<file path="config.mk">
export PLATFORM = sky130hd
export DESIGN_NAME = dqla_ioexp_top
export DESIGN_NICKNAME = d
export VERILOG_FILES = /design/src/logic/dqla_pkg.sv /design/src/logic/spi_bus_if.sv /design/src/logic/ioexp_port.sv /design/src/logic/spi_bus_arbiter.sv /design/src/logic/spi_shifter.sv /design/src/logic/dqla_ioexp_top.sv
export SDC_FILE = /design/constraint.sdc
export NUM_CORES = 1
export LEC_CHECK = 0
export BUFFER_PORTS_ARGS = -buffer_cell sky130_fd_sc_hd__clkbuf_2
export CORE_MARGIN = 1
export CORE_UTILIZATION = 50
export CTS_CLUSTER_SIZE = 10
export DETAILED_ROUTE_END_ITERATION = 6
export MAX_ROUTING_LAYER = met4
export PLACE_DENSITY_LB_ADDON = 0.08
export RECOVER_POWER = 50
export SLEW_MARGIN = 0
export SYNTH_ARGS = -nofsm -noshare
export SYNTH_HDL_FRONTEND = slang
export SYNTH_HIERARCHICAL = 1
export SYNTH_SLANG_ARGS = --single-unit
</file>
<file path="constraint.sdc">
create_clock -name sysclk -period 3.93 [get_ports sysclk]
set_clock_uncertainty 0.05 [all_clocks]
set_input_delay 0.393 -clock sysclk [delete_from_list [all_inputs] [get_ports sysclk]]
set_output_delay 0.393 -clock sysclk [all_outputs]
set_load 0.005 [all_outputs]
</file>
<file path="src/logic/dqla_pkg.sv">
// Shared definitions for the dual-quad I/O expander link
// Address map, frame layout and widths used by ports, arbiter and shifter
`default_nettype none

package dqla_pkg;

    // ------------------------------
    // Address map
    // ------------------------------
    localparam logic [3:0] ADDR_MAIN = 4'h0;    // Space field, reg address bits 15:12
    localparam logic [3:0] OFF_IOEXP = 4'd12;   // Register offset, bits 3:0

    // ------------------------------
    // Widths
    // ------------------------------
    localparam int FRAME_W  = 16;               // Bits per SPI frame
    localparam int RSP_W    = 16;               // Bits captured from miso
    localparam int NUM_QUAD = 2;                // Q1 and Q2

    // Command view of a frame, MSB goes out first
    typedef struct packed {
        logic       rd;                         // 1 -> read back register
        logic [6:0] addr;                       // Expander register address
        logic [7:0] data;                       // Write data, ignored on read
    } ioexp_cmd_t;

    // Same 16 bits, seen as command by the ports and as a word by the shifter
    typedef union packed {
        ioexp_cmd_t         cmd;
        logic [FRAME_W-1:0] raw;
    } ioexp_frame_u;

endpackage

`default_nettype wire

</file>
<file path="src/logic/spi_bus_if.sv">
// Request/completion link for one SPI frame
// Used between each port and the arbiter, and between arbiter and shifter
`timescale 1ns/1ps
`default_nettype none

interface spi_bus_if;

    logic                       req;     // Held high until done
    dqla_pkg::ioexp_frame_u     frame;   // Stable while req is high
    logic                       grant;   // Frame owns the wires
    logic                       done;    // One-cycle completion pulse
    logic [dqla_pkg::RSP_W-1:0] rsp;     // Valid with done
    logic                       sel;     // Quad index, 0 -> Q1

    modport requester (output req, frame, sel, input grant, done, rsp);
    modport arbiter   (input req, frame, sel, output grant, done, rsp);
    modport shifter   (input req, frame, sel, output grant, done, rsp);

endinterface

`default_nettype wire

</file>
<file path="src/logic/ioexp_port.sv">
// I/O expander port for one quad
// Decodes host writes into a frame request, keeps busy, valid and last response
`timescale 1ns/1ps
`default_nettype none

module ioexp_port #(
    parameter int QUAD_ID = 1                   // Channel field, 1 -> Q1, 2 -> Q2
) (
    input  wire         sysclk,
    input  wire         arst_n,
    input  wire  [15:0] reg_waddr,
    input  wire  [31:0] reg_wdata,
    input  wire         reg_wen,
    output logic [31:0] status,                 // {busy, valid, 0, rsp}
    spi_bus_if.requester bus
);

    logic                       wr_hit;         // Write addressed to this port
    logic                       accept;         // Write taken, port was idle
    logic                       req_q;          // Request pending, also busy bit
    logic                       valid_q;        // At least one frame completed
    logic [dqla_pkg::RSP_W-1:0] rsp_q;          // Last response
    dqla_pkg::ioexp_frame_u     frame_q;

    // ------------------------------
    // Write decode
    // ------------------------------
    assign wr_hit = reg_wen
                 && (reg_waddr[15:12] == dqla_pkg::ADDR_MAIN)
                 && (reg_waddr[7:4] == 4'(QUAD_ID))
                 && (reg_waddr[3:0] == dqla_pkg::OFF_IOEXP);

    assign accept = wr_hit && !req_q;           // Busy port drops the write

    // ------------------------------
    // Request and status
    // ------------------------------
    always_ff @(posedge sysclk or negedge arst_n) begin
        if (!arst_n) begin
            req_q   <= 1'b0;
            valid_q <= 1'b0;
            rsp_q   <= '0;
        end else if (accept) begin
            req_q <= 1'b1;                      // Seen by arbiter next cycle
        end else if (bus.done) begin
            req_q   <= 1'b0;                    // Busy reads low after done
            valid_q <= 1'b1;
            rsp_q   <= bus.rsp;
        end
    end

    // Low half of the write word split into command fields
    always_ff @(posedge sysclk) begin
        if (accept) begin
            frame_q.cmd.rd   <= reg_wdata[15];
            frame_q.cmd.addr <= reg_wdata[14:8];
            frame_q.cmd.data <= reg_wdata[7:0];
        end
    end

    assign bus.req   = req_q;
    assign bus.frame = frame_q;
    assign bus.sel   = 1'(QUAD_ID - 1);         // Quad index for chip select

    assign status = {req_q, valid_q, {(30 - dqla_pkg::RSP_W){1'b0}}, rsp_q};

    // ------------------------------
    // Checks
    // ------------------------------
    // Frame may not move under the shifter
    frame_hold_a: assert property (@(posedge sysclk) disable iff (!arst_n)
        (bus.req && !bus.done) |=> $stable(bus.frame.raw));

    // Completion only comes back to the port that owns the wires
    done_owner_a: assert property (@(posedge sysclk) disable iff (!arst_n)
        bus.done |-> (bus.grant && bus.req));

endmodule

`default_nettype wire

</file>
<file path="src/logic/spi_bus_arbiter.sv">
// Fixed-priority arbiter, Q1 ahead of Q2
// Puts one port at a time on the shared serializer
`timescale 1ns/1ps
`default_nettype none

module spi_bus_arbiter (
    input  wire         sysclk,
    input  wire         arst_n,
    spi_bus_if.arbiter  q1,
    spi_bus_if.arbiter  q2,
    spi_bus_if.requester out
);

    logic owner_q;                              // 0 -> Q1, 1 -> Q2
    logic busy_q;                               // Frame requested or in flight

    // Owner latched only while idle
    always_ff @(posedge sysclk or negedge arst_n) begin
        if (!arst_n) begin
            owner_q <= 1'b0;
            busy_q  <= 1'b0;
        end else if (busy_q) begin
            if (out.done)
                busy_q <= 1'b0;                 // One idle cycle follows
        end else if (q1.req) begin
            owner_q <= 1'b0;
            busy_q  <= 1'b1;
        end else if (q2.req) begin
            owner_q <= 1'b1;
            busy_q  <= 1'b1;
        end
    end

    // ------------------------------
    // Forward path, owner only
    // ------------------------------
    assign out.req   = busy_q;
    assign out.frame = owner_q ? q2.frame : q1.frame;
    assign out.sel   = owner_q ? q2.sel : q1.sel;

    // Return path
    assign q1.grant = busy_q && !owner_q;
    assign q2.grant = busy_q && owner_q;
    assign q1.done  = out.done && q1.grant;
    assign q2.done  = out.done && q2.grant;
    assign q1.rsp   = q1.grant ? out.rsp : '0;
    assign q2.rsp   = q2.grant ? out.rsp : '0;

    grant_excl_a: assert property (@(posedge sysclk) disable iff (!arst_n)
        !(q1.grant && q2.grant));

    // Shifter ends only a frame it was running
    done_after_run_a: assert property (@(posedge sysclk) disable iff (!arst_n)
        out.done |-> $past(out.grant));

endmodule

`default_nettype wire

</file>
<file path="src/logic/spi_shifter.sv">
// Shared SPI serializer for both expanders
// Makes sclk, drives the selected chip select, shifts frame out and response in
`timescale 1ns/1ps
`default_nettype none

module spi_shifter #(
    parameter int SCLK_DIV = 2                  // sysclk cycles per sclk half period
) (
    input  wire         sysclk,
    input  wire         arst_n,
    spi_bus_if.shifter  bus,
    output logic        sclk,
    output logic        mosi,
    input  wire         miso,
    output logic [dqla_pkg::NUM_QUAD-1:0] ioexp_csn
);

    localparam int DIV_W = (SCLK_DIV > 1) ? $clog2(SCLK_DIV) : 1;
    localparam int BIT_W = $clog2(dqla_pkg::FRAME_W);
    localparam logic [DIV_W-1:0] DIV_LAST = DIV_W'(SCLK_DIV - 1);
    localparam logic [BIT_W-1:0] BIT_LAST = BIT_W'(dqla_pkg::FRAME_W - 1);

    logic                       active;         // Frame on the wires
    logic                       half_end;       // Last cycle of a half period
    logic [DIV_W-1:0]           div_cnt;        // Half-period counter
    logic [BIT_W-1:0]           bit_cnt;        // Bit being sent, 0 is MSB
    logic                       sclk_q;
    logic                       done_q;
    logic [dqla_pkg::RSP_W-1:0] rx_sr;          // miso shift register

    assign active   = bus.req && !done_q;       // Drops in the done cycle
    assign half_end = active && (div_cnt == DIV_LAST);

    // ------------------------------
    // Clock and bit timing
    // ------------------------------
    always_ff @(posedge sysclk or negedge arst_n) begin
        if (!arst_n) begin
            div_cnt <= '0;
            bit_cnt <= '0;
            sclk_q  <= 1'b0;
            done_q  <= 1'b0;
        end else begin
            done_q <= 1'b0;
            if (half_end) begin
                div_cnt <= '0;
                sclk_q  <= ~sclk_q;
                if (sclk_q) begin               // Falling edge, next bit
                    bit_cnt <= bit_cnt + 1'b1;  // Wraps to 0 after the last bit
                    if (bit_cnt == BIT_LAST)
                        done_q <= 1'b1;
                end
            end else if (active) begin
                div_cnt <= div_cnt + 1'b1;
            end
        end
    end

    // Sample on the rising sclk edge
    always_ff @(posedge sysclk) begin
        if (half_end && !sclk_q)
            rx_sr <= {rx_sr[dqla_pkg::RSP_W-2:0], miso};
    end

    // ------------------------------
    // Pins and completion
    // ------------------------------
    assign sclk = sclk_q;
    assign mosi = active && bus.frame.raw[BIT_LAST - bit_cnt];   // MSB first

    always_comb begin
        for (int i = 0; i < dqla_pkg::NUM_QUAD; i++) begin
            ioexp_csn[i] = !(active && (int'(bus.sel) == i));
        end
    end

    assign bus.grant = active;
    assign bus.done  = done_q;
    assign bus.rsp   = rx_sr;

    csn_onehot_a: assert property (@(posedge sysclk) disable iff (!arst_n)
        active ? $onehot(~ioexp_csn) : (&ioexp_csn));

    // Arbiter keeps the target fixed for the whole frame
    sel_hold_a: assert property (@(posedge sysclk) disable iff (!arst_n)
        (active && $past(active)) |-> $stable(bus.sel));

endmodule

`default_nettype wire

</file>
<file path="src/logic/dqla_ioexp_top.sv">
// Dual-quad I/O expander link, top level
// Two expander ports share one SPI bus through a fixed-priority arbiter
`timescale 1ns/1ps
`default_nettype none

module dqla_ioexp_top #(
    parameter int SCLK_DIV = 2                  // sysclk cycles per sclk half period
) (
    input  wire         sysclk,
    input  wire         arst_n,
    input  wire  [15:0] reg_raddr,
    input  wire  [15:0] reg_waddr,
    input  wire  [31:0] reg_wdata,
    input  wire         reg_wen,
    output logic [31:0] reg_rdata,
    output logic        sclk,
    output logic        mosi,
    input  wire         miso,
    output logic [dqla_pkg::NUM_QUAD-1:0] ioexp_csn
);

    logic [31:0] status_q1;
    logic [31:0] status_q2;
    logic        rd_ioexp;                      // Read hits an expander offset

    spi_bus_if port_q1_bus ();
    spi_bus_if port_q2_bus ();
    spi_bus_if shift_bus ();

    // ------------------------------
    // Ports, arbiter, serializer
    // ------------------------------
    ioexp_port #(.QUAD_ID(1)) port_q1_i (
        .sysclk(sysclk), .arst_n(arst_n), .reg_waddr(reg_waddr), .reg_wdata(reg_wdata),
        .reg_wen(reg_wen), .status(status_q1), .bus(port_q1_bus)
    );

    ioexp_port #(.QUAD_ID(2)) port_q2_i (
        .sysclk(sysclk), .arst_n(arst_n), .reg_waddr(reg_waddr), .reg_wdata(reg_wdata),
        .reg_wen(reg_wen), .status(status_q2), .bus(port_q2_bus)
    );

    spi_bus_arbiter arb_i (
        .sysclk(sysclk), .arst_n(arst_n), .q1(port_q1_bus), .q2(port_q2_bus),
        .out(shift_bus)
    );

    spi_shifter #(.SCLK_DIV(SCLK_DIV)) shifter_i (
        .sysclk(sysclk), .arst_n(arst_n), .bus(shift_bus), .sclk(sclk), .mosi(mosi),
        .miso(miso), .ioexp_csn(ioexp_csn)
    );

    // Read mux, channel field picks the quad
    assign rd_ioexp = (reg_raddr[15:12] == dqla_pkg::ADDR_MAIN)
                   && (reg_raddr[3:0] == dqla_pkg::OFF_IOEXP);

    assign reg_rdata = !rd_ioexp                ? 32'd0 :
                       (reg_raddr[7:4] == 4'd1) ? status_q1 :
                       (reg_raddr[7:4] == 4'd2) ? status_q2 : 32'd0;

endmodule

`default_nettype wire

</file>
After elaboration in Yosys (flattened, before gate mapping)
Cells that the tools add are included.
- flip-flop bits (word level): 93
- input port bits: 68
- bitwise logic cells: 5
- mux-type cells: 24
- add/sub/neg operators: 3
- reduce and logical (&&, ||, !) cells: 35
- eq/ne operators: 7
- magnitude comparators: 1
- operators by type and width (operator ; number):
    32-bit two-way mux ; 3
    16-bit two-way mux ; 3
    1-bit logical AND ; 18
    1-bit two-way mux ; 17
    4-bit == test (second input constant) ; 3
    4-bit by 1-bit == test with 1-bit output (second input constant) ; 2
    4-bit by 2-bit == test with 1-bit output (second input constant) ; 2
    4-bit zero test ; 2
    2-bit AND reduction ; 4
    2-bit nonzero test ; 4
    1-bit zero test ; 7
    4-bit by 5-bit < comparator with 1-bit output (second input constant) ; 1
    1-bit NOT ; 5
    4-bit by 1-bit adder with 4-bit output (second input constant) ; 1
    1-bit binary-select mux with 4-bit select ; 1
    4-bit subtractor (first input constant) ; 1
    1-bit adder (second input constant) ; 1

Longest topological paths before layout
- depth in word-level cells: 7
- mapped depth: 7
- depth with buffers taken out: 5

By module
The synthesis kept the hierarchy.
- by module, submodules not included (module ; seq. area each (um^2) ; times used ; area each (um^2) ; cells each):
    ioexp_port at port_q2_i ; 930.9 ; 1 ; 1353.8 ; 80
    ioexp_port at port_q1_i ; 930.9 ; 1 ; 1350.0 ; 79
    spi_shifter ; 655.6 ; 1 ; 934.6 ; 56
    dqla_ioexp_top ; 0.0 ; 1 ; 739.5 ; 78
    spi_bus_arbiter ; 50.0 ; 1 ; 610.6 ; 67

Worst setup path after synthesis
Ideal clock, no wire load.
- path kind: register -> register
- start: reg port_q1_i.req_q (netlist: port_q1_i/bus.req)
- end: reg port_q1_i.frame_q, in the netlist port_q1_i/bus.frame[0], enable pin
- path slack: 1056 ps
- arrival time: 2415 ps
- stages on the path, launching flop included: 4
- path buffers: 0
- cell sequence: dfrtp_1 or4_1 or2_2 nor3_1
- longest elaborated chain between the ends: 2
- RTL lines (item ; RTL line ; source):
    start: declaration ; ioexp_port.sv:20 ; logic req_q;
    start signal: assignment ; ioexp_port.sv:40 ; req_q <= 1'b0;
    start signal: assignment ; ioexp_port.sv:44 ; req_q <= 1'b1;
    start signal: assignment ; ioexp_port.sv:46 ; req_q <= 1'b0;
    1-bit zero test ; ioexp_port.sv:33 ; assign accept = wr_hit && !req_q;
    1-bit logical AND ; ioexp_port.sv:33 ;
    net port_q1_i.accept ; ioexp_port.sv:19 ; logic accept;
    end: declaration ; ioexp_port.sv:23 ; dqla_pkg::ioexp_frame_u frame_q;
The timed path passes the listed nets, and every way through them passes these cells.
A chain may end at the register's enable or synchronous reset.

==> flow_metrics.env <==
export IMPL_globalRouteTotalUtil_pct=18.4
export IMPL_rrSetupSlack_ps=890
export IMPL_hold_class="in2reg"
export IMPL_power_density_nw_per_um2=315
export IMPL_final_cells=557
export IMPL_core_um2=9730
export IMPL_startpoint="arb_i/owner_q"
export IMPL_post_drt_wl_per_cell_um=15.6
export IMPL_layout_nets=488
export IMPL_rr_endpoint="port_q1_i/rsp_q[1]"
export IMPL_cp_max_fo=15
export IMPL_tritoncts="built"
export IMPL_synthToLayoutAreaGrowth_pct=7.84
export IMPL_grt_overflow_total=0
export IMPL_post_route_drc_count=0
export IMPL_antenna_cells=0
export IMPL_vias=2844
export IMPL_p_int_mw=1.35
export IMPL_clockPowerShare_pct=35.7
export IMPL_syn_inst=359
export IMPL_slew_headroom_pct=-63.5
export IMPL_reg2reg_depth=6
export IMPL_die_area_um2=10400
export IMPL_drt_first_pass_iters=4
export IMPL_dieWidth_um=102
export IMPL_arrival_ps=2700
export IMPL_numCtsBuffers=9
export IMPL_netSwitchingFraction_pct=20.5
export IMPL_setup_viol_count_final=0
export IMPL_synth_area_um2=4980
export IMPL_rsz0062_at_grt="no"
export IMPL_drv_cap=1
export IMPL_min_to="shifter_i/bus.rsp[0]"
export IMPL_syn_area_per_cell_um2=13.9
export IMPL_clkSlewWorstSetupHoldPaths_ps=80
export IMPL_finalMaxSlewViolations=46
export IMPL_drtAntennaViolNets=0
export IMPL_worst_setup_path_start_kind="register"
export IMPL_first_global_vias=2565
export IMPL_status="complete, but fails checks"
export IMPL_min_period_ps=3150
export IMPL_holdPathStages=1
export IMPL_port_buffers=65
export IMPL_worstSetupPathType="reg2out"
export IMPL_hold_ws_ps=168
export IMPL_required_ps=3490
export IMPL_r2r_start="arb_i/owner_q"
export IMPL_p_seq_share_pct=60.3
export IMPL_min_from="miso"
export IMPL_violations="max-capacitance violations, max-slew violations"
export IMPL_power_switching_mw=0.347
export IMPL_worst_pin_slew_ps=2450
export IMPL_die_height_um=102
export IMPL_postCtsHoldBufs=0
export IMPL_combPwrFrac_pct=3.9
export IMPL_post_cts_resized=0
export IMPL_utilization_pct=55.2
export IMPL_via_per_inst=5.11
export IMPL_ir_drop_mv=0.226
export IMPL_boundaryPins=104
export IMPL_dp_hpwl_um=5650
export IMPL_place_gp_congestion=0.755
export IMPL_crit_path_end_kind="output port"
export IMPL_wirelength_um=8680
export IMPL_grt_start_max_net_pins=46
export IMPL_drt_iter0_drc=104
export IMPL_cts_setup_buffers=0
export IMPL_grt_antenna_before_repair=0
export IMPL_yosys_warnings=6
export IMPL_grt_pass1_wl_um=13600
export IMPL_cts_max_level=3
export IMPL_cts_sink_count=93
export IMPL_layout_drive_gt1_share_pct=47.2
export IMPL_clockBufferDepth=2
export IMPL_cts_root_buffer="clkbuf_8"
export IMPL_finalHoldViolCount=0
export IMPL_leakage_nw=2.20
export IMPL_rows=36
export IMPL_initial_core_util_pct=51.2
export IMPL_setup_tns_ps=0
export IMPL_min_period_over_period_pct=80.1
export IMPL_dp_cells=541
export IMPL_max_freq_ghz=0.318
export IMPL_clock_latency_ps=360
power by group through the flow:
stage	Sequential, mW	Combinational [mW]	Clock (mW)
after detailed placement	1.04	0.0688	0
after global placement	1.04	0.0670	0
final	1.02	0.0663	0.605
after floorplan	1.04	0.0517	0
after global routing	1.02	0.0745	0.667
after CTS	1.02	0.0691	0.623
worst max-delay path by stage:
| stage | slack, ps | end | depth (start not counted) |
|---|---|---|---|
| after floorplan | 1060 | port_q1_i/bus.frame[0] | 3 |
| after global placement | 1180 | mosi | 6 |
| after detailed placement | 1160 | mosi | 6 |
| after CTS | 740 | mosi | 6 |
| after global routing | 620 | port_q1_i/rsp_q[11] | 6 |
| final | 780 | mosi | 6 |
layout make-up:
| cell class | instances | area, um^2 |
|---|---|---|
| tap | 133 | 166 |
| fill | 871 | 4360 |
| inverter | 4 | 15.0 |
| multi-input combinational | 235 | 2050 |
| sequential | 93 | 2570 |
| clock inverter | 1 | 5.00 |
| clock buffer | 15 | 186 |
| timing repair buffer | 76 | 387 |
critical path, cell delays in order, from the launching register on:
cell	delay (ps)
dfrtp_1	880
mux2_2	410
mux4_2	480
a2bb2oi_1	150
o311a_1	120
o21a_1	190
clkbuf_2	110
per-layer routing:
metal  up-vias  wire length, um  global-route usage (%)
li1       1363                -                       -
met1      1401             4330                    26.2
met2        68             3770                    25.8
met3        12              434                    3.76
met4         0              136                    7.25
met5         -                0                       -
state kept, by name, summed over array words and instances, names as in the netlist:
signal               cells
port_q1_i/bus.frame     16
port_q1_i/rsp_q         16
port_q2_i/bus.frame     16
port_q2_i/rsp_q         16
shifter_i/bus.rsp       16
shifter_i/bit_cnt        4
arb_i/out.req            1
arb_i/owner_q            1
port_q1_i/bus.req        1
port_q1_i/valid_q        1
port_q2_i/bus.req        1
port_q2_i/valid_q        1
shifter_i/bus.done       1
shifter_i/div_cnt        1
shifter_i/sclk           1
cells in the final DEF (no fill, tap or decap), types with 3 or more instances in the layout:
cell	instances
mux2_4	11
nor2_1	5
nor3_1	3
clkbuf_8	13
a22oi_2	30
dfrtp_1	45
clkbuf_1	15
and2_1	17
inv_1	4
nor2_2	30
clkbuf_2	54
edfxtp_1	48
xnor2_1	3
nand2b_1	5
nand2_1	4
mux2_2	40
buf_4	9
conb_1	30
nor2b_1	4
and3_1	18
per-stage QoR:
| step | area (um^2) | setup WS (ps) | power [mW] |
|---|---|---|---|
| 2_1_floorplan | 5080 | 1060 | 1.09 |
| 3_3_place_gp | 5220 | 1180 | 1.11 |
| 3_5_place_dp | 5220 | 1160 | 1.11 |
| 4_1_cts | 5410 | 744 | 1.71 |
| 5_1_grt | 5370 | 622 | 1.76 |
| 6_report | 5370 | 783 | 1.69 |
(Power assumes the default switching activity.)
